**config.mk**
```make
export PLATFORM = sky130hd
export DESIGN_NAME = branch_unit
export DESIGN_NICKNAME = d
export VERILOG_FILES = /design/src/core_pkg.sv /design/src/isa_pkg.sv /design/src/branch_unit.sv
export SDC_FILE = /design/constraint.sdc
export NUM_CORES = 1
export LEC_CHECK = 0
export BUFFER_PORTS_ARGS = -buffer_cell sky130_fd_sc_hd__buf_2
export CAP_MARGIN = 20
export CORE_MARGIN = 1.5
export CORE_UTILIZATION = 37
export CTS_CLUSTER_DIAMETER = 120
export DETAILED_ROUTE_END_ITERATION = 8
export GPL_TIMING_DRIVEN = 0
export MAX_ROUTING_LAYER = met4
export PLACE_DENSITY_LB_ADDON = 0.1
export SYNTH_ARGS = -nofsm -noshare
export SYNTH_HDL_FRONTEND = slang
export SYNTH_SLANG_ARGS = --single-unit
```
**constraint.sdc**
```tcl
create_clock -name clk_i -period 2.5 [get_ports clk_i]
set_clock_uncertainty 0.2 [all_clocks]
set_input_delay 0.75 -clock clk_i [delete_from_list [all_inputs] [get_ports clk_i]]
set_output_delay 0.75 -clock clk_i [all_outputs]
set_load 0.02 [all_outputs]
```
**src/core_pkg.sv**
```systemverilog
package core_pkg;

    localparam int XLEN = 32;

    typedef logic [4:0]      reg_idx_t;
    typedef logic [XLEN-1:0] word_t;

    // register write request
    typedef struct packed {
        logic     valid;
        reg_idx_t idx;
        word_t    data;
    } wb_t;

    // 32-bit load/store port
    typedef struct packed {
        logic  wen;
        word_t addr;
        word_t wdata;
    } mem_req_t;

    typedef struct packed {
        logic        j_valid;
        logic [25:0] j_addr;   // word target
        logic        b_valid;
        logic [15:0] b_addr;   // raw branch offset
    } flow_t;

endpackage

```
**src/isa_pkg.sv**
```systemverilog
package isa_pkg;

    typedef logic [5:0] opcode_t;
    typedef logic [5:0] funct_t;

    // major opcodes
    localparam opcode_t OPC_SPECIAL = 6'h00;
    localparam opcode_t OPC_J       = 6'h02;
    localparam opcode_t OPC_JAL     = 6'h03;
    localparam opcode_t OPC_BEQ     = 6'h04;
    localparam opcode_t OPC_BNE     = 6'h05;
    localparam opcode_t OPC_ADDI    = 6'h08;
    localparam opcode_t OPC_ADDIU   = 6'h09;
    localparam opcode_t OPC_SLTI    = 6'h0a;
    localparam opcode_t OPC_SLTIU   = 6'h0b;
    localparam opcode_t OPC_ANDI    = 6'h0c;
    localparam opcode_t OPC_ORI     = 6'h0d;
    localparam opcode_t OPC_XORI    = 6'h0e;
    localparam opcode_t OPC_LUI     = 6'h0f;
    localparam opcode_t OPC_LW      = 6'h23;
    localparam opcode_t OPC_SW      = 6'h2b;

    // function codes under OPC_SPECIAL
    localparam funct_t FN_SLL   = 6'h00;
    localparam funct_t FN_SRL   = 6'h02;
    localparam funct_t FN_SRA   = 6'h03;
    localparam funct_t FN_SLLV  = 6'h04;
    localparam funct_t FN_SRLV  = 6'h06;
    localparam funct_t FN_SRAV  = 6'h07;
    localparam funct_t FN_JR    = 6'h08;
    localparam funct_t FN_MFHI  = 6'h10;
    localparam funct_t FN_MFLO  = 6'h12;
    localparam funct_t FN_MULT  = 6'h18;
    localparam funct_t FN_MULTU = 6'h19;
    localparam funct_t FN_ADD   = 6'h20;
    localparam funct_t FN_ADDU  = 6'h21;
    localparam funct_t FN_SUB   = 6'h22;
    localparam funct_t FN_SUBU  = 6'h23;
    localparam funct_t FN_AND   = 6'h24;
    localparam funct_t FN_OR    = 6'h25;
    localparam funct_t FN_XOR   = 6'h26;
    localparam funct_t FN_NOR   = 6'h27;
    localparam funct_t FN_SLT   = 6'h2a;
    localparam funct_t FN_SLTU  = 6'h2b;

    typedef struct packed {
        opcode_t    opcode;
        logic [4:0] rs;
        logic [4:0] rt;
        logic [4:0] rd;
        logic [4:0] shamt;
        funct_t     funct;
    } instr_r_t;

    typedef struct packed {
        opcode_t     opcode;
        logic [4:0]  rs;
        logic [4:0]  rt;
        logic [15:0] imm;
    } instr_i_t;

    typedef struct packed {
        opcode_t     opcode;
        logic [25:0] target;
    } instr_j_t;

    // one word, three views
    typedef union packed {
        instr_r_t r;
        instr_i_t i;
        instr_j_t j;
    } instr_u;

    typedef enum logic [5:0] {
        OP_NOP,
        OP_SLL, OP_SRL, OP_SRA, OP_SLLV, OP_SRLV, OP_SRAV,
        OP_ADD, OP_ADDU, OP_SUB, OP_SUBU,
        OP_AND, OP_OR, OP_XOR, OP_NOR, OP_SLT, OP_SLTU,
        OP_MULT, OP_MULTU, OP_MFHI, OP_MFLO,
        OP_ADDI, OP_ADDIU, OP_SLTI, OP_SLTIU,
        OP_ANDI, OP_ORI, OP_XORI, OP_LUI,
        OP_LW, OP_SW,
        OP_BEQ, OP_BNE, OP_J, OP_JAL, OP_JR
    } exe_op_e;

    typedef struct packed {
        exe_op_e     op;
        logic [4:0]  rs;
        logic [4:0]  rt;
        logic [4:0]  dst;     // register written, if any
        logic [4:0]  shamt;
        logic [31:0] imm;     // already extended
        logic [25:0] target;
    } dec_t;

endpackage
```
**src/branch_unit.sv**
```systemverilog
module branch_unit (
    input  logic            clk_i,
    input  logic            reset_i,
    input  isa_pkg::dec_t   dec_i,
    input  core_pkg::word_t rs_data_i,
    input  core_pkg::word_t rt_data_i,
    output core_pkg::flow_t flow_o
);
    import isa_pkg::*;
    import core_pkg::*;

    flow_t flow_d;
    logic  rs_eq_rt;

    assign rs_eq_rt = (rs_data_i == rt_data_i);

    always_comb begin
        flow_d = '0;
        case (dec_i.op)
            OP_J, OP_JAL: begin
                flow_d.j_valid = 1'b1;
                flow_d.j_addr  = dec_i.target;
            end
            OP_JR: begin
                flow_d.j_valid = 1'b1;
                flow_d.j_addr  = rs_data_i[25:0];
            end
            OP_BEQ, OP_BNE: begin
                if ((dec_i.op == OP_BEQ) == rs_eq_rt) begin   // taken
                    flow_d.b_valid = 1'b1;
                    flow_d.b_addr  = dec_i.imm[15:0];
                end
            end
            default: ;
        endcase
    end

    always_ff @(posedge clk_i) begin
        if (reset_i) begin
            flow_o <= '0;
        end else begin
            flow_o <= flow_d;
        end
    end

endmodule

```
== Word level (Yosys, flattened, before mapping) ==
Index checks and enable logic that the tools add are counted.

* Bits in registers: 44
* Bits of input ports: 150
* Output and inout port bits: 44
* Word-level logic and storage cells: 19

* Eq/ne operators: 7
* Mux-type cells: 2
* Bitwise logic cells: 2
* Reduce and logical (&&, ||, !) cells: 4

{| class="wikitable"
|+ Operators with widths
! kind !! number
|-
| $pmux 27 s2 || 1
|-
| $eq 32x32->1 || 1
|-
| $eq 6x6->1 const B || 4
|-
| $mux 17 || 1
|-
| $eq 6x5->1 const B || 1
|-
| $reduce_or 2->1 || 3
|-
| $reduce_or 3->1 || 1
|-
| $not 1->1 || 2
|-
| $eq 1x1->1 || 1
|}

== Longest topological paths before layout ==
* Depth in word-level cells: 4
* Gate-level depth with buffers: 6
* Mapped depth without buffers: 5

== Least setup slack after synthesis ==
OpenSTA, ideal clock, no wires.

* Kind: in2reg
* Start point: input port dec_i[82] (netlist name)
* End point: register flow_o[10] (netlist name)
* Library setup time: 0.072 ns
* Arrival time: 1.960 ns
* Required time: 2.228 ns
* Path slack: 0.268 ns
* Cell stages on the path: 6
* Path buffers: 2
* Cells stage by stage: or4b_1 -> buf_6 -> nor3_4 -> buf_6 -> nand2_1 -> mux2i_1

* Cells in the longest elaborated chain, start to end: 4
* Elaborated cells on any way between the ends: 7
* Classes of those cells: 3 x eq/ne; 2 x bitwise; 2 x reduce/logical

{| class="wikitable"
|+ Ends and longest elaborated chain
! element !! RTL line !! text
|-
| from (decl) || branch_unit.sv:4 || <nowiki>input isa_pkg::dec_t dec_i,</nowiki>
|-
| $eq 6x5->1 or $eq 6x6->1 (tied branches) || branch_unit.sv:19, branch_unit.sv:29 ||
|-
| $eq 1x1->1 or $reduce_or 2->1 (tied branches) || branch_unit.sv:29, branch_unit.sv:19 ||
|-
| $not 1->1 (no line) || - ||
|-
| $reduce_or 3->1 (no line) (*) || - ||
|-
| to (signal assigned) || branch_unit.sv:42 || <nowiki>flow_o <= flow_d;</nowiki>
|-
| to (decl) || branch_unit.sv:7 || <nowiki>output core_pkg::flow_t flow_o</nowiki>
|}

Every way passes the cells marked *; elsewhere a longest branch is shown, timed or not.
A chain may end at the register's enable or synchronous reset.

== Worst setup path in the final report ==
* Start point: input port rs_data_i[19]
* End point: register flow_o[11] (netlist name)

* Cells in the longest elaborated chain, start to end: 4

{| class="wikitable"
|+ Ends and longest elaborated chain
! element !! RTL line !! text
|-
| from (decl) || branch_unit.sv:5 || <nowiki>input core_pkg::word_t rs_data_i,</nowiki>
|-
| $eq 32x32->1 || branch_unit.sv:15 || <nowiki>assign rs_eq_rt = (rs_data_i == rt_data_i);</nowiki>
|-
| $eq 1x1->1 || branch_unit.sv:29 || <nowiki>if ((dec_i.op == OP_BEQ) == rs_eq_rt) begin</nowiki>
|-
| $not 1->1 (no line) || - ||
|-
| $reduce_or 3->1 (no line) || - ||
|}

Every way passes these cells.

==> impl_metrics.toml <==
[cells_and_area]
register_area_um2 = 881
utilization_pct = 55.6
top_register = "flow_o"
diodes = 0
final_common_cell = "buf_2"
most-common-layout-cells = "159 x buf_2, 44 x dfxtp_1, 33 x nand2_1"
fillers = 549
largest_reg_flops = 44
multi_input_area_um2 = 1140
area.growth.synth_to_final_pct = 45.5
final_nets = 542
drive_gt1_share_pct = 44.6
design_area_um2 = 3060
top_regs = "flow_o: 44 flops"

[synth]
avgSynthCellArea_um2 = 9.22
synth_nets = 378
synth_area_um2 = 2100
ys_seq_area_share_pct = 41.9
synth_top_area_share_pct = 41.9
synthCells = 228
synth_top_area_cell = "dfxtp_1"
yosysWarnings = 0
synth_seq_cells = 44
synthTopCellsByArea = "dfxtp_1 42%, xor2_1 13%, a22oi_1 9.3%"
ys_types = 22

[clocking]
cts_max_level = 2
cts_resized = 0
clkTransAtPathRegs_ns = 0.08
cts_sinks = 44
cts-root-buf = "clkbuf_8"
post_cts_buffers = 0
clockBufferDepth = 2
tritoncts = "done"
hold_buffers = 0
numCtsBuffers = 5

[timing]
rsz0062_at_grt = "false"
setup_viol = 0
slew_violations = 0
period_needed_ns = 2.31
fin_ws_ns = 0.194
timing.final.crit_share_pct = 92.3
fmax_mhz = 434
max-slew-margin-rel_pct = 69.1
finalHoldViolations = 0
worst_pin_slew_ns = 0.463

[die]
initial_core_util_pct = 38.2
num_io_pins = 194
die_y_um = 78.4
num_rows = 27
core_area_um2 = 5510
die_w_um = 78.4
dieArea_um2 = 6150

[setup_path]
crit_arrival_ns = 2.33
path_depth = 7
start_kind = "input port"
crit_path_end = "flow_o[11]"
slowest_stage = "nor2_4"
cp_max_fo = 10
crit_chain = "buf_2 > xor2_1 > nor4_1 > nand4_1 > nor2_4 > buf_6 > mux2i_1"
startpoint = "rs_data_i[19]"
path_delay_family = "simple AND/OR/NAND/NOR gates"
path_class = "input port to flop"
critPathMaxStageDelay_ns = 0.34
cp.required_ns = 2.52
crit_buf_inv = 2
crit_path_end_kind = "flop"

[detailed_routing]
remaining_drc_errors = 0
wirelength_um = 5820
wl_per_cell_um = 12.5
vias = 2149
ant_nets = 0
drtIter0Drc = 69
viasPerCell = 4.63
first_pass_iters = 4

[worst_hold_path]
min_path_type = "input port to flop"

[place]
placed_area_um2 = 2980
hpwlAfterDp_um = 4640
routabilityCongestion = 0.854
dp_slack_ns = -0.124
portBuffers = 157

[global_routing]
grt_pass1_wl_um = 9120
grt_pass1_vias = 2102
grt_max_degree = 14
grt_use_total_pct = 19.5
antenna_found_initial = 0
gr-total-overflow = 0

[run_status]
status = "finished, final reports clean"

[power_and_ir_drop]
p_leak_nw = 1.47
p_per_area_nw_per_um2 = 437
irDropWorstVdd_mv = 0.192

[job]
maxCapViolCount = 0
-- cell families (layout without fill, tap and decap cells) --
group | after synthesis | count (layout) | synth area share [%]
DFF | 44 | 44 | 41.9
buffers and inverters | 12 | 176 | 3.69
xor gates and xnor gates | 33 | 33 | 13.7
muxes | 17 | 17 | 8.09
and+or+nand+nor | 96 | 96 | 23.3
AOI/OAI and AO/OA | 26 | 26 | 9.28
-- area by class of cell --
cell class                 count  share of cell area (%)
buffer                        12                    2.53
clock buffer                   5                    2.25
clock inverter                 2                   0.409
multi-input combinational    172                    37.4
sequential                    44                    28.8
tap                           72                    2.94
timing repair buffer         157                    25.7
-- cell usage after synthesis --
| master | n |
|---|---|
| nand2_1 | 33 |
| buf_6 | 3 |
| buf_4 | 2 |
| a22oi_1 | 26 |
| or3_1 | 1 |
| mux2i_1 | 17 |
| nor2b_1 | 6 |
| or4b_1 | 1 |
| buf_2 | 2 |
| nor2_1 | 28 |
| and2b_1 | 10 |
| clkbuf_1 | 5 |
| nor2_4 | 3 |
| nor3_1 | 1 |
| nand4_1 | 2 |
| xnor2_1 | 1 |
| nor4_1 | 8 |
| xor2_1 | 32 |
| nand4b_1 | 1 |
| nand2b_1 | 1 |
| dfxtp_1 | 44 |
| nor3_4 | 1 |
-- power by group --
part | leakage, nW | internal [mW] | switching, mW
clock | 0.0400 | 0.189 | 0.235
combinational | 1.08 | 0.108 | 0.0983
sequential | 0.355 | 0.705 | 0.00107
-- worst min-delay path by stage --
stage | start | to | slack (ns) | depth (start not counted)
floorplan | dec_i[0] | flow_o[17] | 0.70 | 2
global placement | dec_i[13] | flow_o[30] | 0.78 | 3
detailed placement | dec_i[6] | flow_o[23] | 0.79 | 3
CTS | dec_i[6] | flow_o[23] | 0.48 | 3
global route | dec_i[8] | flow_o[25] | 0.50 | 3
finish | dec_i[6] | flow_o[23] | 0.49 | 3
-- per-layer routing --
layer | GRT usage, % | routed length [um]
met4 | 5.71 | 59
met3 | 5.47 | 502
met2 | 34.3 | 2800
met1 | 21.6 | 2450
met5 | - | 0
-- per-stage QoR --
step           instances  power, mW  setup TNS, ns  hold slack (ns)
3_3_place_gp         457      0.928          -1.03            0.784
3_5_place_dp         457      0.931          -1.22            0.791
4_1_cts              464       1.35              0            0.483
5_1_grt              464       1.40              0            0.500
2_1_floorplan        228      0.806              0            0.698
6_report             464       1.34              0            0.494
(Power assumes the default switching activity.)
