$ cat config.mk
export PLATFORM = sky130hd
export DESIGN_NAME = mem_unit
export DESIGN_NICKNAME = d
export VERILOG_FILES = /design/src/core_pkg.sv /design/src/isa_pkg.sv /design/src/mem_unit.sv
export SDC_FILE = /design/constraint.sdc
export NUM_CORES = 1
export LEC_CHECK = 0
export BUFFER_PORTS_ARGS = -buffer_cell sky130_fd_sc_hd__buf_2
export CAP_MARGIN = 0
export CORE_AREA = 3 3 109 111
export CTS_CLUSTER_SIZE = 16
export DETAILED_ROUTE_END_ITERATION = 8
export DIE_AREA = 0 0 112 114
export PLACE_DENSITY = 0.76
export SYNTH_ARGS = -nofsm -noshare
export SYNTH_HDL_FRONTEND = slang
export SYNTH_SLANG_ARGS = --single-unit
$ cat constraint.sdc
create_clock -name clk_i -period 2.7 [get_ports clk_i]
set_input_delay 0.54 -clock clk_i [delete_from_list [all_inputs] [get_ports clk_i]]
set_output_delay 0.54 -clock clk_i [all_outputs]
set_load 0.005 [all_outputs]
$ cat src/core_pkg.sv
package core_pkg;

    localparam int XLEN = 32;

    typedef logic [4:0]      reg_idx_t;
    typedef logic [XLEN-1:0] word_t;

    // register write request
    typedef struct packed {
        logic     valid;
        reg_idx_t idx;
        word_t    data;
    } wb_t;

    // 32-bit load/store port
    typedef struct packed {
        logic  wen;
        word_t addr;
        word_t wdata;
    } mem_req_t;

    typedef struct packed {
        logic        j_valid;
        logic [25:0] j_addr;   // word target
        logic        b_valid;
        logic [15:0] b_addr;   // raw branch offset
    } flow_t;

endpackage

$ cat src/isa_pkg.sv
package isa_pkg;

    typedef logic [5:0] opcode_t;
    typedef logic [5:0] funct_t;

    // major opcodes
    localparam opcode_t OPC_SPECIAL = 6'h00;
    localparam opcode_t OPC_J       = 6'h02;
    localparam opcode_t OPC_JAL     = 6'h03;
    localparam opcode_t OPC_BEQ     = 6'h04;
    localparam opcode_t OPC_BNE     = 6'h05;
    localparam opcode_t OPC_ADDI    = 6'h08;
    localparam opcode_t OPC_ADDIU   = 6'h09;
    localparam opcode_t OPC_SLTI    = 6'h0a;
    localparam opcode_t OPC_SLTIU   = 6'h0b;
    localparam opcode_t OPC_ANDI    = 6'h0c;
    localparam opcode_t OPC_ORI     = 6'h0d;
    localparam opcode_t OPC_XORI    = 6'h0e;
    localparam opcode_t OPC_LUI     = 6'h0f;
    localparam opcode_t OPC_LW      = 6'h23;
    localparam opcode_t OPC_SW      = 6'h2b;

    // function codes under OPC_SPECIAL
    localparam funct_t FN_SLL   = 6'h00;
    localparam funct_t FN_SRL   = 6'h02;
    localparam funct_t FN_SRA   = 6'h03;
    localparam funct_t FN_SLLV  = 6'h04;
    localparam funct_t FN_SRLV  = 6'h06;
    localparam funct_t FN_SRAV  = 6'h07;
    localparam funct_t FN_JR    = 6'h08;
    localparam funct_t FN_MFHI  = 6'h10;
    localparam funct_t FN_MFLO  = 6'h12;
    localparam funct_t FN_MULT  = 6'h18;
    localparam funct_t FN_MULTU = 6'h19;
    localparam funct_t FN_ADD   = 6'h20;
    localparam funct_t FN_ADDU  = 6'h21;
    localparam funct_t FN_SUB   = 6'h22;
    localparam funct_t FN_SUBU  = 6'h23;
    localparam funct_t FN_AND   = 6'h24;
    localparam funct_t FN_OR    = 6'h25;
    localparam funct_t FN_XOR   = 6'h26;
    localparam funct_t FN_NOR   = 6'h27;
    localparam funct_t FN_SLT   = 6'h2a;
    localparam funct_t FN_SLTU  = 6'h2b;

    typedef struct packed {
        opcode_t    opcode;
        logic [4:0] rs;
        logic [4:0] rt;
        logic [4:0] rd;
        logic [4:0] shamt;
        funct_t     funct;
    } instr_r_t;

    typedef struct packed {
        opcode_t     opcode;
        logic [4:0]  rs;
        logic [4:0]  rt;
        logic [15:0] imm;
    } instr_i_t;

    typedef struct packed {
        opcode_t     opcode;
        logic [25:0] target;
    } instr_j_t;

    // one word, three views
    typedef union packed {
        instr_r_t r;
        instr_i_t i;
        instr_j_t j;
    } instr_u;

    typedef enum logic [5:0] {
        OP_NOP,
        OP_SLL, OP_SRL, OP_SRA, OP_SLLV, OP_SRLV, OP_SRAV,
        OP_ADD, OP_ADDU, OP_SUB, OP_SUBU,
        OP_AND, OP_OR, OP_XOR, OP_NOR, OP_SLT, OP_SLTU,
        OP_MULT, OP_MULTU, OP_MFHI, OP_MFLO,
        OP_ADDI, OP_ADDIU, OP_SLTI, OP_SLTIU,
        OP_ANDI, OP_ORI, OP_XORI, OP_LUI,
        OP_LW, OP_SW,
        OP_BEQ, OP_BNE, OP_J, OP_JAL, OP_JR
    } exe_op_e;

    typedef struct packed {
        exe_op_e     op;
        logic [4:0]  rs;
        logic [4:0]  rt;
        logic [4:0]  dst;     // register written, if any
        logic [4:0]  shamt;
        logic [31:0] imm;     // already extended
        logic [25:0] target;
    } dec_t;

endpackage
$ cat src/mem_unit.sv
module mem_unit (
    input  logic               clk_i,
    input  logic               reset_i,
    input  isa_pkg::dec_t      dec_i,
    input  core_pkg::word_t    rs_data_i,
    input  core_pkg::word_t    rt_data_i,
    input  core_pkg::word_t    load_data_i,
    output core_pkg::mem_req_t mem_o,
    output core_pkg::wb_t      load_wb_o
);
    import isa_pkg::*;
    import core_pkg::*;

    mem_req_t req;
    logic     ld_pend_q;
    reg_idx_t ld_idx_q;

    always_comb begin
        req = '0;
        if (dec_i.op == OP_LW || dec_i.op == OP_SW) begin
            req.addr = rs_data_i + dec_i.imm;   // base plus offset
        end
        if (dec_i.op == OP_SW) begin
            req.wen   = 1'b1;
            req.wdata = rt_data_i;
        end
    end

    always_ff @(posedge clk_i) begin
        if (reset_i) begin
            mem_o     <= '0;
            ld_pend_q <= 1'b0;
        end else begin
            mem_o     <= req;
            ld_pend_q <= (dec_i.op == OP_LW);
        end
    end

    always_ff @(posedge clk_i) begin
        ld_idx_q <= dec_i.dst;
    end

    // load data arrives one cycle after the address
    assign load_wb_o = '{valid: ld_pend_q, idx: ld_idx_q, data: load_data_i};

endmodule

* Yosys cells after proc, flatten, opt, wreduce, memory -nomap -nowiden
Index checks and enable logic that the tools add are counted.
** Storage, ports and cells
- Logic and storage cells :: 14
- Memories kept :: 0
- Register bits after elaboration :: 71
- Memory bits (read-only) :: 0
- Bits in latches :: 0
- Memory bits (writable) :: 0
- Output and inout port bits :: 103
** Cells by class
- Shift-type cells :: 0
- $add $sub $neg :: 1
- Bitwise logic cells :: 2
- Multiplexer cells :: 1
- Div/mod/pow operators :: 0
- $mul :: 0
- Reduce and logical (&&, ||, !) cells :: 3
- Eq/ne operators :: 2
- Order comparisons :: 0
** Operators by type and width (number)
- $add A32 B32 Y32 :: 1
- $eq A6 B5 Y1 const B :: 2
- $reduce_or A2 Y1 :: 2
- $not A1 Y1 :: 2
- $logic_or A1 B1 Y1 :: 1
- $mux W1 :: 1

* Depth between registers and ports, before layout
Gate-level depths: netlist of run 1.
- Word-level depth :: 4
- Gate-level depth with buffers :: 9
- Depth with buffers taken out :: 9

* Least setup slack after synthesis of run 1
Ideal clock, no wire load.
- Path kind :: input-to-reg
- Start :: input port dec_i[26] in the netlist's numbering
- End :: register mem_o[50] in the netlist's numbering
- Data required time :: 2572 ps
- Cell stages on the path :: 9
- Setup time :: 128 ps
- Setup slack :: 169 ps
- Arrival time :: 2403 ps
- Cell sequence :: ha_1 -> fa_1 -> a211oi_1 -> o21ai_1 -> a211o_1 -> a21oi_2 -> o221ai_1 -> xnor2_1 -> nor2_1
** On the way
- Longest elaborated chain between the ends :: 1
** RTL lines
- from (decl) :: RTL line mem_unit.sv:4 : input isa_pkg::dec_t dec_i,
- $add A32 B32 Y32 :: RTL line mem_unit.sv:21 : req.addr = rs_data_i + dec_i.imm;
- to (signal assigned) :: RTL line mem_unit.sv:34 : mem_o <= req;
- to (decl) :: RTL line mem_unit.sv:8 : output core_pkg::mem_req_t mem_o,
No other way between the ends.
A chain may end at the register's enable or synchronous reset.

* Worst setup path after layout of run 1
- Start :: input port dec_i[26] in the netlist's numbering
- End :: register mem_o[57] in the netlist's numbering
The elaborated chain is that of the path after synthesis.

==> metrics.csv, run 1 <==
stage;metric;value;unit
status;status;complete, no violations;
critical_path;crit_type;in2reg;
layout;fillers;1062;
min_path;min_path_type;in2reg;
detailed_routing;wire_per_inst;15.3;um
critical_path;cp-end-kind;flop;
placed_design;place_area;4820;sq um
detailed_routing;via_per_inst;4.95;
die;chipWidth;112;um
yosys;synth_flop_cell;dfxtp_1;
critical_path;crit_required;2920;ps
layout;nets;805;
detailed_routing;drtPass1Iterations;4;
clock_tree;clockRootBuffer;clkbuf_8;
critical_path;start_kind;input port;
detailed_routing;vias;3646;
timing;max_freq;400;MHz
yosys;synth_nets;632;
job;cap_violations;0;
detailed_routing;drtIter0Drc;147;
power_and_ir_drop;p_int;1.82;mW
detailed_routing;drt_wl_total;11300;um
critical_path;arrival;2720;ps
clock_tree;cts.clk_slew.worst_paths;80;ps
yosys;synthTopCellsByArea;dfxtp_1 37%, ha_1 10%, buf_4 6.5%;
critical_path;cp_max_fo;3;
layout;antennaDiodeCount;0;
power_and_ir_drop;combPwrFrac;23.6;%
yosys;yosysMostFrequentCell;dfxtp_1;
placed_design;dp.cells;720;
timing;period_minus_slack;2500;ps
timing;hold_viol;0;
placed_design;dp_hpwl;9360;um
clock_tree;cts_tree;built;
clock_tree;cts_buffers;9;
layout;multi_input_area;2100;sq um
clock_tree;cts_buffer_depth;2;
timing;setup_ws;201;ps
layout;area.growth.synth_to_final;31.5;%
power_and_ir_drop;power_density;502;nW/um^2
clock_tree;holdBufCountCts;0;
timing;rsz0062_at_grt;false;
placed_design;port_buffers;179;
timing;tightestPinTransition;421;ps
power_and_ir_drop;seq_power_share;41.8;%
die;die-area;12800;sq um
timing;slew_headroom;71.2;%
grt;grt-busiest-layer;met2;
grt;grt_pass1_vias;3613;
die;die_h;114;um
die;core-area;10900;sq um
power_and_ir_drop;p_switching;0.708;mW
detailed_routing;ant_nets;0;
power_and_ir_drop;swShare;28.0;%
die;start_util;35.2;%
timing;finalSetupViolCount;0;
timing;tns;0;ps
grt;antenna_found_initial;0;
die;pin_count;285;
clock_tree;cts_sinks;71;
grt;grt_pass1_wl;17800;um
yosys;ys_warn_count;0;
layout;final-seq-area;1420;sq um
grt;grt_max_degree;34;
yosys;ys_seq_area_share;37.1;%
yosys;synth_top_area_cell;dfxtp_1;
yosys;synth.cells.most_frequent;71 x dfxtp_1, 39 x and2_1, 34 x nor2_1;
yosys;postSynthAreaPerCell;9.17;sq um
layout;final_core_util;46.3;%
detailed_routing;route.detailed.drc;0;
placed_design;place.gp.congestion;0.841;
grt;grt.met1_usage;20.8;%
timing;whs;300;ps
grt;grtUsageTotal;17.4;%
yosys;synth-edff-count;0;
clock_tree;cts_max_level;3;
yosys;yosysTopAreaCellShare;37.1;%
grt;use_met2;29.3;%
layout;final_cells;736;
yosys;synth_area;3830;sq um
timing;fin_crit_sh;92.6;%
yosys;syn-instance-count;418;
placed_design;post-place-ws;-179;ps
power_and_ir_drop;p_total;2.53;mW
die;rows;38;
yosys;synth_cell_types;55;
power_and_ir_drop;vdd_drop_max;0.360;mV
yosys;async_flop_share;0;%
timing;drv_slew;0;
grt;gr-total-overflow;0;
layout;layout-drive-gt1-share;40.6;%
yosys;synth_seq_cells;71;
layout;postLayoutCellArea;5040;sq um
power_and_ir_drop;clockPowerShare;34.6;%
power_and_ir_drop;p_leak;2.58;nW
grt;grt.met3_usage;3.87;%
registers in the layout (all words and copies together) (netlist names):
signal / flops
mem_o: 65
ld_idx_q: 5
ld_pend_q: 1
layout make-up:
cell class | count | share of cell area [%]
Sequential cell | 71 | 28.2
Timing Repair Buffer | 208 | 22.1
Tap cell | 140 | 3.47
Inverter | 7 | 0.521
Clock buffer | 12 | 3.08
Clock inverter | 4 | 1.04
Multi-Input combinational cell | 294 | 41.6
per-layer routing:
layer	up-vias	wire length (um)
met4	0	454
li1	1794	-
met5	-	0
met2	166	5310
met1	1638	4620
met3	48	899
cell families (layout without fill, tap and decap cells):
family | Yosys count | count (layout) | synth area share [%]
compound gates | 108 | 108 | 20.2
xor+xnor | 22 | 22 | 5.03
fa+ha+maj | 32 | 32 | 10.6
buf+inv | 53 | 231 | 8.55
flops | 71 | 71 | 37.1
mux | 2 | 2 | 0.783
simple gates | 130 | 130 | 17.7
power groups by stage:
stage,registers (mW),logic [mW],clock network [mW]
2_1_floorplan,1.08,0.392,0
3_3_place_gp,1.08,0.586,0
3_5_place_dp,1.08,0.592,0
4_1_cts,1.06,0.596,0.906
5_1_grt,1.06,0.668,0.952
6_report,1.06,0.596,0.876
worst paths after layout:
path | startpoint | endpoint | slack [ps] | cells after the start
hold / removal | dec_i[63] | ld_idx_q[0]$_DFF_P_ | 300 | 1
setup / recovery | dec_i[26] | mem_o[57]$_SDFF_PP0_ | 200 | 10
critical path, stage by stage:
cell and delay (ps):
buf_2 100, ha_1 220, buf_4 150, a211oi_2 290, o21ai_2 140, a41o_4 290
o21a_4 230, a41oi_4 280, o21ai_1 160, mux2_4 310
what timing repair did:
item                                    CTS  global route
endpoints found under the setup margin    0             6
gates resized for setup                   0             2
buffers inserted                          0             0
layout by cell type, fill, tap and decap left out, types with 9 or more instances in the layout:
master	instances
a21o_1	16
a21oi_1	29
and2_1	39
buf_2	179
buf_4	29
clkbuf_8	11
dfxtp_1	71
ha_1	31
nand2_1	20
nor2_1	33
o21ai_0	14
xnor2_1	9
xor2_1	13
Power figures use the tool's default switching activity.
==> inputs of run 2 (changes only) <==
--- a/config.mk
+++ b/config.mk
@@ -7,11 +7,13 @@
 export LEC_CHECK = 0
 export BUFFER_PORTS_ARGS = -buffer_cell sky130_fd_sc_hd__buf_2
 export CAP_MARGIN = 0
-export CORE_AREA = 3 3 109 111
+export CORE_AREA = 3 3 111 113
+export CTS_BUF_LIST = sky130_fd_sc_hd__clkbuf_8
 export CTS_CLUSTER_SIZE = 16
 export DETAILED_ROUTE_END_ITERATION = 8
-export DIE_AREA = 0 0 112 114
-export PLACE_DENSITY = 0.76
+export DIE_AREA = 0 0 114 116
+export PLACE_DENSITY = 0.74
+export SKIP_CTS_REPAIR_TIMING = 1
 export SYNTH_ARGS = -nofsm -noshare
 export SYNTH_HDL_FRONTEND = slang
 export SYNTH_SLANG_ARGS = --single-unit
==> metrics.csv, run 2 (same netlist as run 1, synthesis figures left out) <==
stage;metric;value;unit
clock_tree;cts.clk_slew.worst_paths;80;ps
grt;grt_pass1_vias;3402;
clock_tree;cts_buffer_depth;2;
layout;layout-drive-gt1-share;40.7;%
detailed_routing;ant_nets;0;
timing;slew_headroom;66.3;%
power_and_ir_drop;swShare;27.9;%
clock_tree;cts_sinks;71;
clock_tree;cts_tree;built;
detailed_routing;wire_per_inst;15.3;um
critical_path;crit_type;in2reg;
power_and_ir_drop;combPwrFrac;23.2;%
placed_design;dp_hpwl;9500;um
layout;multi_input_area;2090;sq um
detailed_routing;drtIter0Drc;264;
layout;area.growth.synth_to_final;32.4;%
grt;grt_pass1_wl;16800;um
placed_design;port_buffers;179;
layout;final_cell_mix;179 x buf_2, 71 x dfxtp_1, 39 x and2_1, 33 x nor2_1, 33 x buf_4;
die;die-area;13200;sq um
detailed_routing;drtPass1Iterations;5;
placed_design;place.gp.congestion;0.929;
die;core-area;11400;sq um
layout;final_common_cell;buf_2;
layout;nets;809;
placed_design;dp.cells;727;
timing;drv_slew;0;
power_and_ir_drop;vdd_drop_max;0.433;mV
layout;final_cells;743;
critical_path;max_stage_delay;400;ps
critical_path;cp_slowest_cell;fa_1;
detailed_routing;route.detailed.drc;0;
min_path;min_path_type;in2reg;
power_and_ir_drop;power_density;510;nW/um^2
power_and_ir_drop;p_int;1.87;mW
timing;finalSetupViolCount;0;
clock_tree;cts_buffers;9;
timing;rsz0062_at_grt;false;
power_and_ir_drop;p_leak;2.60;nW
critical_path;start_kind;input port;
layout;final-seq-area;1420;sq um
job;cap_violations;0;
clock_tree;cts_max_level;3;
die;chipWidth;114;um
power_and_ir_drop;seq_power_share;40.9;%
detailed_routing;drt_wl_total;11400;um
clock_tree;clockRootBuffer;clkbuf_8;
critical_path;cp_top_family;compound AO/OA/AOI/OAI gates;
timing;tightestPinTransition;499;ps
critical_path;arrival;2740;ps
layout;largest_reg_flops;65;
power_and_ir_drop;clockPowerShare;36.0;%
detailed_routing;via_per_inst;4.86;
power_and_ir_drop;p_total;2.59;mW
timing;max_freq;397;MHz
layout;antennaDiodeCount;0;
layout;regMostFlops;mem_o;
grt;grt_max_degree;34;
grt;antenna_found_initial;0;
die;die_h;116;um
power_and_ir_drop;p_switching;0.722;mW
layout;reg_top3;mem_o (65), ld_idx_q (5), ld_pend_q (1);
timing;period_minus_slack;2520;ps
die;pin_count;285;
grt;grtUsageTotal;16.3;%
timing;fin_crit_sh;93.3;%
critical_path;cp_max_fo;3;
critical_path;crit_buf_inv;1;
critical_path;crit_required;2920;ps
detailed_routing;vias;3613;
critical_path;cp-end-kind;flop;
die;start_util;33.6;%
critical_path;cp_cell_sequence;buf_2 -> ha_1 -> fa_1 -> a211oi_1 -> o21ai_1 -> a211o_1 -> a21oi_2 -> o221ai_1 -> xnor2_1 -> nor2_1;
timing;hold_viol;0;
layout;final_core_util;44.5;%
die;rows;39;
status;status;complete, no violations;
grt;gr-total-overflow;0;
layout;fillers;1097;
[run 2: per-stage QoR]
step / setup slack, ps / hold slack, ps / TNS, ps / cell area (sq um)
after floorplan: 169 / 568 / 0 / 3830
after global placement: -102 / 645 / -431 / 4860
after detailed placement: -112 / 647 / -463 / 4860
after CTS: 240 / 273 / 0 / 5080
after global routing: 66.5 / 267 / 0 / 5080
final: 181 / 295 / 0 / 5080
[run 2: cell type report]
| class | count | share of cell area (%) |
|---|---|---|
| Inverter | 7 | 0.517 |
| Clock inverter | 7 | 1.90 |
| Clock buffer | 9 | 2.44 |
| Sequential cell | 71 | 28.0 |
| Timing Repair Buffer | 212 | 22.5 |
| Tap cell | 143 | 3.52 |
| Multi-Input combinational cell | 294 | 41.1 |
[run 2: path summary, 6_finish.rpt]
path,depth (start not counted),to,startpoint,slack (ps)
min,1,ld_idx_q[0]$_DFF_P_,dec_i[63],300
max,10,mem_o[50]$_SDFF_PP0_,dec_i[26],180
[run 2: per-layer routing]
metal | wire [um] | vias up | share of wire (%) | track usage [%]
li1 | - | 1801 | - | -
met1 | 4630 | 1618 | 41 | 19.0
met2 | 5430 | 158 | 48 | 28.1
met3 | 993 | 36 | 8.7 | 4.39
met4 | 297 | 0 | 2.6 | 7.05
met5 | 0 | - | 0 | 0
[run 2: power groups by stage]
stage                     logic [mW]  clock network, mW  registers, mW
after floorplan                0.392                  0           1.08
final                          0.601              0.931           1.06
after CTS                      0.602              0.963           1.06
after global routing           0.662               1.02           1.06
after detailed placement       0.598                  0           1.08
after global placement         0.594                  0           1.08
