## src/isa_pkg.sv

```systemverilog
package isa_pkg;

    typedef logic [5:0] opcode_t;
    typedef logic [5:0] funct_t;

    // major opcodes
    localparam opcode_t OPC_SPECIAL = 6'h00;
    localparam opcode_t OPC_J       = 6'h02;
    localparam opcode_t OPC_JAL     = 6'h03;
    localparam opcode_t OPC_BEQ     = 6'h04;
    localparam opcode_t OPC_BNE     = 6'h05;
    localparam opcode_t OPC_ADDI    = 6'h08;
    localparam opcode_t OPC_ADDIU   = 6'h09;
    localparam opcode_t OPC_SLTI    = 6'h0a;
    localparam opcode_t OPC_SLTIU   = 6'h0b;
    localparam opcode_t OPC_ANDI    = 6'h0c;
    localparam opcode_t OPC_ORI     = 6'h0d;
    localparam opcode_t OPC_XORI    = 6'h0e;
    localparam opcode_t OPC_LUI     = 6'h0f;
    localparam opcode_t OPC_LW      = 6'h23;
    localparam opcode_t OPC_SW      = 6'h2b;

    // function codes under OPC_SPECIAL
    localparam funct_t FN_SLL   = 6'h00;
    localparam funct_t FN_SRL   = 6'h02;
    localparam funct_t FN_SRA   = 6'h03;
    localparam funct_t FN_SLLV  = 6'h04;
    localparam funct_t FN_SRLV  = 6'h06;
    localparam funct_t FN_SRAV  = 6'h07;
    localparam funct_t FN_JR    = 6'h08;
    localparam funct_t FN_MFHI  = 6'h10;
    localparam funct_t FN_MFLO  = 6'h12;
    localparam funct_t FN_MULT  = 6'h18;
    localparam funct_t FN_MULTU = 6'h19;
    localparam funct_t FN_ADD   = 6'h20;
    localparam funct_t FN_ADDU  = 6'h21;
    localparam funct_t FN_SUB   = 6'h22;
    localparam funct_t FN_SUBU  = 6'h23;
    localparam funct_t FN_AND   = 6'h24;
    localparam funct_t FN_OR    = 6'h25;
    localparam funct_t FN_XOR   = 6'h26;
    localparam funct_t FN_NOR   = 6'h27;
    localparam funct_t FN_SLT   = 6'h2a;
    localparam funct_t FN_SLTU  = 6'h2b;

    typedef struct packed {
        opcode_t    opcode;
        logic [4:0] rs;
        logic [4:0] rt;
        logic [4:0] rd;
        logic [4:0] shamt;
        funct_t     funct;
    } instr_r_t;

    typedef struct packed {
        opcode_t     opcode;
        logic [4:0]  rs;
        logic [4:0]  rt;
        logic [15:0] imm;
    } instr_i_t;

    typedef struct packed {
        opcode_t     opcode;
        logic [25:0] target;
    } instr_j_t;

    // one word, three views
    typedef union packed {
        instr_r_t r;
        instr_i_t i;
        instr_j_t j;
    } instr_u;

    typedef enum logic [5:0] {
        OP_NOP,
        OP_SLL, OP_SRL, OP_SRA, OP_SLLV, OP_SRLV, OP_SRAV,
        OP_ADD, OP_ADDU, OP_SUB, OP_SUBU,
        OP_AND, OP_OR, OP_XOR, OP_NOR, OP_SLT, OP_SLTU,
        OP_MULT, OP_MULTU, OP_MFHI, OP_MFLO,
        OP_ADDI, OP_ADDIU, OP_SLTI, OP_SLTIU,
        OP_ANDI, OP_ORI, OP_XORI, OP_LUI,
        OP_LW, OP_SW,
        OP_BEQ, OP_BNE, OP_J, OP_JAL, OP_JR
    } exe_op_e;

    typedef struct packed {
        exe_op_e     op;
        logic [4:0]  rs;
        logic [4:0]  rt;
        logic [4:0]  dst;     // register written, if any
        logic [4:0]  shamt;
        logic [31:0] imm;     // already extended
        logic [25:0] target;
    } dec_t;

endpackage
```

## src/exe_decoder.sv

```systemverilog
module exe_decoder (
    input  isa_pkg::instr_u instr_i,
    input  logic            exe_en_i,
    output isa_pkg::dec_t   dec_o
);
    import isa_pkg::*;

    function automatic exe_op_e funct_op(input funct_t fn);
        case (fn)
            FN_SLL:   return OP_SLL;
            FN_SRL:   return OP_SRL;
            FN_SRA:   return OP_SRA;
            FN_SLLV:  return OP_SLLV;
            FN_SRLV:  return OP_SRLV;
            FN_SRAV:  return OP_SRAV;
            FN_JR:    return OP_JR;
            FN_MFHI:  return OP_MFHI;
            FN_MFLO:  return OP_MFLO;
            FN_MULT:  return OP_MULT;
            FN_MULTU: return OP_MULTU;
            FN_ADD:   return OP_ADD;
            FN_ADDU:  return OP_ADDU;
            FN_SUB:   return OP_SUB;
            FN_SUBU:  return OP_SUBU;
            FN_AND:   return OP_AND;
            FN_OR:    return OP_OR;
            FN_XOR:   return OP_XOR;
            FN_NOR:   return OP_NOR;
            FN_SLT:   return OP_SLT;
            FN_SLTU:  return OP_SLTU;
            default:  return OP_NOP;
        endcase
    endfunction

    always_comb begin
        dec_o    = '0;
        dec_o.op = OP_NOP;
        if (exe_en_i) begin
            case (instr_i.r.opcode)
                OPC_SPECIAL: begin
                    dec_o.rs    = instr_i.r.rs;
                    dec_o.rt    = instr_i.r.rt;
                    dec_o.dst   = instr_i.r.rd;
                    dec_o.shamt = instr_i.r.shamt;
                    dec_o.op    = funct_op(instr_i.r.funct);
                end
                OPC_J, OPC_JAL: begin
                    dec_o.target = instr_i.j.target;
                    if (instr_i.j.opcode == OPC_JAL) begin
                        dec_o.op  = OP_JAL;
                        dec_o.dst = 5'd31;          // link register
                    end else begin
                        dec_o.op = OP_J;
                    end
                end
                default: begin
                    dec_o.rs  = instr_i.i.rs;
                    dec_o.rt  = instr_i.i.rt;
                    dec_o.dst = instr_i.i.rt;
                    dec_o.imm = {{16{instr_i.i.imm[15]}}, instr_i.i.imm};
                    case (instr_i.i.opcode)
                        OPC_BEQ:   dec_o.op = OP_BEQ;
                        OPC_BNE:   dec_o.op = OP_BNE;
                        OPC_ADDI:  dec_o.op = OP_ADDI;
                        OPC_ADDIU: dec_o.op = OP_ADDIU;
                        OPC_SLTI:  dec_o.op = OP_SLTI;
                        OPC_SLTIU: dec_o.op = OP_SLTIU;
                        OPC_LW:    dec_o.op = OP_LW;
                        OPC_SW:    dec_o.op = OP_SW;
                        OPC_ANDI:  dec_o.op = OP_ANDI;
                        OPC_ORI:   dec_o.op = OP_ORI;
                        OPC_XORI:  dec_o.op = OP_XORI;
                        OPC_LUI:   dec_o.op = OP_LUI;
                        default:   dec_o.op = OP_NOP;
                    endcase
                    // logical immediates take zeros above
                    if (dec_o.op inside {OP_ANDI, OP_ORI, OP_XORI, OP_LUI}) begin
                        dec_o.imm = {16'h0000, instr_i.i.imm};
                    end
                end
            endcase
        end
    end

endmodule

```

## config.mk

```make
export PLATFORM = sky130hd
export DESIGN_NAME = exe_decoder
export DESIGN_NICKNAME = d
export VERILOG_FILES = /design/src/isa_pkg.sv /design/src/exe_decoder.sv
export SDC_FILE = /design/constraint.sdc
export NUM_CORES = 1
export LEC_CHECK = 0
export ABC_AREA = 1
export BUFFER_PORTS_ARGS = -buffer_cell sky130_fd_sc_hd__buf_2
export CELL_PAD_IN_SITES_DETAIL_PLACEMENT = 1
export CELL_PAD_IN_SITES_GLOBAL_PLACEMENT = 1
export CORE_ASPECT_RATIO = 1.4
export CORE_UTILIZATION = 21
export DETAILED_ROUTE_END_ITERATION = 16
export PLACE_DENSITY_LB_ADDON = 0.1
export SLEW_MARGIN = 20
export SYNTH_ARGS = -nofsm -noshare
export SYNTH_HDL_FRONTEND = slang
export SYNTH_SLANG_ARGS = --single-unit
```

## constraint.sdc

```tcl
create_clock -name vclk -period 1.5
set_input_delay 0.15 -clock vclk [all_inputs]
set_output_delay 0.15 -clock vclk [all_outputs]
set_load 0.03 [all_outputs]
```

# --- Word-level counts from Yosys, hierarchy flattened ---
# Memory sizes are Yosys's and may differ from the RTL's.
# Cells that the tools add are included.
word_totals:
  word_cells: 36
  mem_bits_ro: 384
  register_bits: 0
  memories: 1
  input_bits: 33
mem_list:
  columns: ["name", "words", "width", "rd", "rd_ports_with_merged_regs", "wr", "line", "source"]
  rows:
  - ["(name not given)", 64, 6, 1, 0, 0, "exe_decoder.sv:9", "case (fn)"]
op_classes:
  n_reduce_logical: 4
  n_eq_ne: 18
  n_mux: 13
ops:
  columns: ["cell", "count"]
  rows:
  - ["84-bit 2-to-1 mux", 1]
  - ["6-bit one-hot mux with 12 select lines", 1]
  - ["32-bit 2-to-1 mux", 2]
  - ["6-bit by 4-bit equality test with 1-bit output (second input constant)", 8]
  - ["26-bit 2-to-1 mux", 1]
  - ["6-bit by 5-bit equality test with 1-bit output (second input constant)", 4]
  - ["6-bit by 2-bit equality test with 1-bit output (second input constant)", 2]
  - ["6-bit by 3-bit equality test with 1-bit output (second input constant)", 2]
  - ["6-bit equality test (second input constant)", 2]
  - ["6-bit 2-to-1 mux", 2]
  - ["6-bit one-hot mux with 2 select lines", 1]
  - ["10-bit 2-to-1 mux", 1]
  - ["5-bit 2-to-1 mux", 2]
  - ["5-bit one-hot mux with 2 select lines", 1]
  - ["6-bit logical NOT", 1]
  - ["4-bit nonzero test", 1]
  - ["3-bit OR reduction", 1]
  - ["2-bit 2-to-1 mux", 1]
  - ["2-bit OR reduction", 1]

# --- Longest topological paths before layout ---
# Gate-level depths: netlist (run 1).
depth:
  ltp_word: 9
  mapped_depth: 10
  mapped_depth_nobuf: 10

# --- Worst setup path after synthesis (run 1) ---
# Ideal clock, no wire load.
synth_timing:
  path_kind: "input-to-output"
  start: "input port exe_en_i"
  end: "output port dec_o[43] (netlist bit)"
  slack_ns: -0.528
  arrival_ns: 1.878
  path_stages: 5
  t_required_ns: 1.350
  path_cell_list: "buf_2 > clkinv_1 > clkbuf_1 > nor2_1 > buf_4"
synth_rtl:
  columns: ["item", "line", "source"]
  rows:
  - ["start, declared", "exe_decoder.sv:3", "input logic exe_en_i,"]
  - ["end, declared", "exe_decoder.sv:4", "output isa_pkg::dec_t dec_o"]

==> results.sh, run 1 <==
export IMPL_seq_area_sq_um=0
export IMPL_num_vias=2051
export IMPL_die_area_sq_mm=0.006629
export IMPL_clkbuf_count=0
export IMPL_p_per_area_mw_per_mm2=288.0
export IMPL_setup_violations=0
export IMPL_status="complete, no violations"
export IMPL_diodes=0
export IMPL_grt_max_degree=25
export IMPL_top_layer="met4"
export IMPL_synth_yosys_seq_area_share=0
export IMPL_start_kind="input pin"
export IMPL_drt_iter0_markers=32
export IMPL_track_usage=0.1571
export IMPL_die_y_um=95.94
export IMPL_gp_congestion=0.8119
export IMPL_maxCapViolCount=0
export IMPL_min_path_type="in2out"
export IMPL_syn_to_final_growth_pct=69.28
export IMPL_crit_start="instr_i[0]"
export IMPL_clock_fmax_mhz=697.0
export IMPL_crit_fanout=4
export IMPL_avgViaCountPerCell=4.568
export IMPL_coreArea_sq_mm=0.005987
export IMPL_ctsHoldBuffers=0
export IMPL_start_util=0.2211
export IMPL_grt_pass1_wl_mm=8.825
export IMPL_rsz0062_at_grt="true"
export IMPL_overflow=0
export IMPL_final_util=0.3743
export IMPL_layout_drive_gt1_share=0.5066
export IMPL_fin_area_sq_mm=0.002241
export IMPL_rows=33
export IMPL_dpl_instance_area_sq_mm=0.002036
export IMPL_fin_crit_sh=0.9564
export IMPL_dr_pass1_iters=4
export IMPL_post_drt_wl_per_cell_um=12.65
export IMPL_grt_pass1_vias=1942
export IMPL_whs_ns=0.6581
export IMPL_max_slew_margin_rel=0.7765
export IMPL_layout_min_cycle_time_ns=1.435
export IMPL_nFlopsAndLatches=0
export IMPL_hold_viol=0
export IMPL_fillers=848
export IMPL_antenna_found_initial=0
export IMPL_wl_met1_mm=2.307
export IMPL_io_buffer_count=117
export IMPL_met2_wirelength_mm=2.980
export IMPL_min_from="instr_i[23]"
export IMPL_crit_type="in2out"
export IMPL_synth_avg_cell_area_sq_um=5.033
export IMPL_worstMarginPinSlew_ns=0.3327
export IMPL_ys_types=26
export IMPL_leakagePower_nw=1.346
export IMPL_drt_wl_total_mm=5.679
export IMPL_dp_hpwl_mm=4.686
export IMPL_syn_num_nets=302
export IMPL_met3WireLength_um=380
export IMPL_synth_area_sq_mm=0.001324
export IMPL_critPathArrivalTime_ns=1.28
export IMPL_die_w_um=69.10
export IMPL_slew_viol_final=0
export IMPL_peakVddDrop_mv=0.09936
export IMPL_yosysWarningCount=0
export IMPL_syn_inst=263
export IMPL_required_ns=1.35
export IMPL_fin_nets=420
export IMPL_pin_count=117
export IMPL_ant_nets=0
export IMPL_drc=0
export IMPL_endpoint_kind="output port"
export IMPL_multi_input_comb_area_sq_mm=0.001121
[power by group]
part           internal [mW]  switching [mW]  leakage (nW)  total (mW)
sequential                 0               0             0           0
combinational          0.216           0.429          1.35       0.645
clock                      0               0             0           0
[worst paths after layout]
path         to  cells after the start
max   dec_o[79]                      9
min   dec_o[23]                      4
[per-layer routing]
metal  track usage  vias to the layer above
met1        0.1810                      919
met3       0.02513                        2
li1              -                     1049
met2        0.3188                       81
met5             0                        -
met4             0                        0
[cell type report]
cell class	count	area share
inverters	39	0.07426
multi-input cells	197	0.5003
well taps	70	0.03908
repair buffers	143	0.3864
[metrics by stage]
stage	cells	TNS, ns	total power, mW	worst slack, ns
floorplan	263	-1.434	0.4083	-0.07619
global placement	447	-0.05144	0.5949	-0.02246
detailed placement	447	-0.1331	0.5972	-0.03581
CTS	447	0	0.6044	0.01525
global route	449	-0.2419	0.6973	-0.03149
finish	449	0	0.6453	0.06536
[logic make-up (layout without fill, tap and decap cells)]
group,after synthesis,count (layout),synth area share
AO/OA/AOI/OAI,25,25,0.1210
adder cells (fa/ha/maj),6,6,0.05671
buffers and inverters,67,182,0.2495
AND/OR/NAND/NOR,165,166,0.5728
[repair_timing]
action / in CTS / in global routing
cloned: 0 / 1
buffers inserted: 0 / 1
endpoints found under the setup margin: 12 / 39
resized for setup: 8 / 61
pin swaps: 1 / 7
[critical path: stages]
cell     delay, ns
buf_4         0.13
inv_4         0.09
ha_4          0.21
nand2_1       0.07
nand3_1       0.09
a21oi_2       0.16
a21oi_2       0.06
nor2_1        0.14
buf_4         0.18
[synthesized netlist by cell type]
| cell | n | area, sq um |
|---|---|---|
| nor2_2 | 1 | 6.260 |
| o211ai_1 | 2 | 15.01 |
| clkinv_1 | 2 | 7.510 |
| buf_4 | 15 | 112.6 |
| a21oi_2 | 4 | 35.03 |
| buf_1 | 1 | 3.750 |
| nand2_1 | 59 | 221.5 |
| nand4_1 | 2 | 12.51 |
| nand2_2 | 1 | 6.260 |
| nor2_4 | 4 | 45.04 |
| inv_2 | 3 | 11.26 |
| nand2_4 | 2 | 22.52 |
| o21ai_2 | 4 | 35.03 |
| inv_1 | 32 | 120.1 |
| o21ai_0 | 5 | 25.02 |
| nor3_1 | 24 | 120.1 |
| buf_6 | 1 | 11.26 |
| nand3_1 | 30 | 150.1 |
| buf_2 | 8 | 40.04 |
| o21ai_1 | 2 | 10.01 |
| a21oi_1 | 8 | 40.04 |
| inv_4 | 2 | 12.51 |
| ha_1 | 6 | 75.07 |
| nor2_8 | 1 | 20.02 |
| clkbuf_1 | 3 | 11.26 |
| nor2_1 | 41 | 153.9 |
[cells in the final DEF, fill, tap and decap left out, types with 4 or more instances in the layout]
cell,n
nor2_1,35
nand2_2,4
o21ai_2,4
inv_4,5
a21oi_1,5
nand3_2,4
inv_1,29
nor2_2,5
nand3_1,26
nor3_1,21
nand2_1,56
buf_2,91
a21oi_2,7
nor2_4,7
buf_4,47
o21ai_0,4
No activity file was read; power rests on OpenSTA's default activity.
==> inputs of run 2 (changes only) <==
CELL_PAD_IN_SITES_DETAIL_PLACEMENT = unset   (was 1)
CELL_PAD_IN_SITES_GLOBAL_PLACEMENT = unset   (was 1)
CORE_UTILIZATION = 36   (was 21)
==> run 2 against run 1 <==
  * Sequential share of layout area unchanged
  * Via count shrank 1.2%
  * Critical path type unchanged
  * Die area shrank 41%
  * Design area fell by 7.6%
  * Largest power group unchanged
==> results.sh, run 2 (same netlist as run 1, synthesis figures left out) <==
export IMPL_track_usage=0.2232
export IMPL_grt_pass1_wl_mm=7.086
export IMPL_p_per_area_mw_per_mm2=290.6
export IMPL_required_ns=1.35
export IMPL_antenna_found_initial=0
export IMPL_worstMarginPinSlew_ns=0.3215
export IMPL_dp_hpwl_mm=3.722
export IMPL_gp_congestion=0.9296
export IMPL_final_cell_mix="buf_2 (109), nand2_1 (59), nor2_1 (40)"
export IMPL_final_common_cell="buf_2"
export IMPL_fin_crit_sh=0.9704
export IMPL_grt_max_degree=21
export IMPL_rsz0062_at_grt="true"
export IMPL_leakagePower_nw=1.331
export IMPL_drt_iter0_markers=39
export IMPL_multi_input_comb_area_sq_mm=0.001054
export IMPL_status="complete, no violations"
export IMPL_layout_drive_gt1_share=0.4628
export IMPL_nFlopsAndLatches=0
export IMPL_drc=0
export IMPL_max_slew_margin_rel=0.7840
export IMPL_start_util=0.3847
export IMPL_busiest_layer="met2"
export IMPL_ant_nets=0
export IMPL_met2_usage=0.4222
export IMPL_avgViaCountPerCell=4.873
export IMPL_pin_count=117
export IMPL_grt_pass1_vias=1706
export IMPL_critPathArrivalTime_ns=1.31
export IMPL_ctsHoldBuffers=0
export IMPL_endpoint_kind="output port"
export IMPL_hold_viol=0
export IMPL_seq_area_sq_um=0
export IMPL_diodes=0
export IMPL_grt_util_met1=0.2786
export IMPL_clock_fmax_mhz=687.0
export IMPL_layout_min_cycle_time_ns=1.456
export IMPL_num_vias=2027
export IMPL_setup_violations=0
export IMPL_io_buffer_count=117
export IMPL_min_path_cells=4
export IMPL_overflow=0
export IMPL_coreArea_sq_mm=0.003441
export IMPL_fillers=364
export IMPL_syn_to_final_growth_pct=56.43
export IMPL_post_drt_wl_per_cell_um=11.04
export IMPL_use_met3=0.02070
export IMPL_die_y_um=73.75
export IMPL_whs_ns=0.6580
export IMPL_min_path_type="in2out"
export IMPL_slew_viol_final=0
export IMPL_rows=25
export IMPL_clkbuf_count=0
export IMPL_start_kind="input pin"
export IMPL_crit_fanout=5
export IMPL_fin_nets=417
export IMPL_fin_setup_tns_ns=0
export IMPL_dr_pass1_iters=4
export IMPL_die_area_sq_mm=0.003927
export IMPL_maxCapViolCount=0
export IMPL_peakVddDrop_mv=0.2000
export IMPL_die_w_um=53.25
export IMPL_crit_type="in2out"
export IMPL_drt_wl_total_mm=4.591
==> run 2: cell count changes in the layout (fill, tap and decap cells not counted), sizes merged <==
cell / before / now
clkinvlp: 2 / 0
clkinv: 1 / 2
buf: 141 / 139
clkbuf: 2 / 1
inv: 36 / 37
==> run 2: report_power, final <==
part / leakage, nW / internal [mW] / switching, mW
clock network: 0 / 0 / 0
registers: 0 / 0 / 0
logic: 1.33 / 0.196 / 0.406
==> run 2: routing by layer <==
metal | share of wire | vias to the layer above
met5 | 0 | -
met3 | 0.071 | 0
met2 | 0.51 | 94
met1 | 0.42 | 887
met4 | 0 | 0
li1 | - | 1046
==> run 2: critical path, cell delays in order <==
cell and delay (ns):
buf_2 0.14, inv_2 0.07, ha_1 0.31, nand2_1 0.07, nand3_1 0.09, a21oi_2 0.14, a21oi_2 0.06, nor2_1 0.10
buf_4 0.17
==> run 2: worst paths after layout <==
check | start | end | slack (ns)
worst max-delay path | instr_i[0] | dec_o[79] | 0.04
worst min-delay path | instr_i[22] | dec_o[22] | 0.66
==> run 2: through the flow <==
step                        util  power [mW]  std cells  instance area (sq um)  worst slack (ns)
after floorplan                -      0.4083        263                   1341          -0.07619
after global placement    0.5778      0.5775        414                   1988          0.007225
after detailed placement  0.5778      0.5790        414                   1988          -0.02951
after CTS                 0.5807      0.5846        414                   1998          0.004787
after global routing      0.6018      0.6536        416                   2071          -0.07191
final                     0.6018      0.6017        416                   2071           0.04440
==> run 2: final cells by class <==
type,count,share of cell area
inverter,39,0.07553
multi-input combinational,197,0.5088
timing repair buffer,140,0.3915
tap,40,0.02417
==> run 2: timing repair <==
item / CTS / global route
gates resized for setup: 5 / 20
endpoints found under the hold margin: 0 / 0
pin swaps: 0 / 5
buffers inserted: 0 / 1
setup endpoints to repair: 4 / 66
gates cloned: 0 / 1
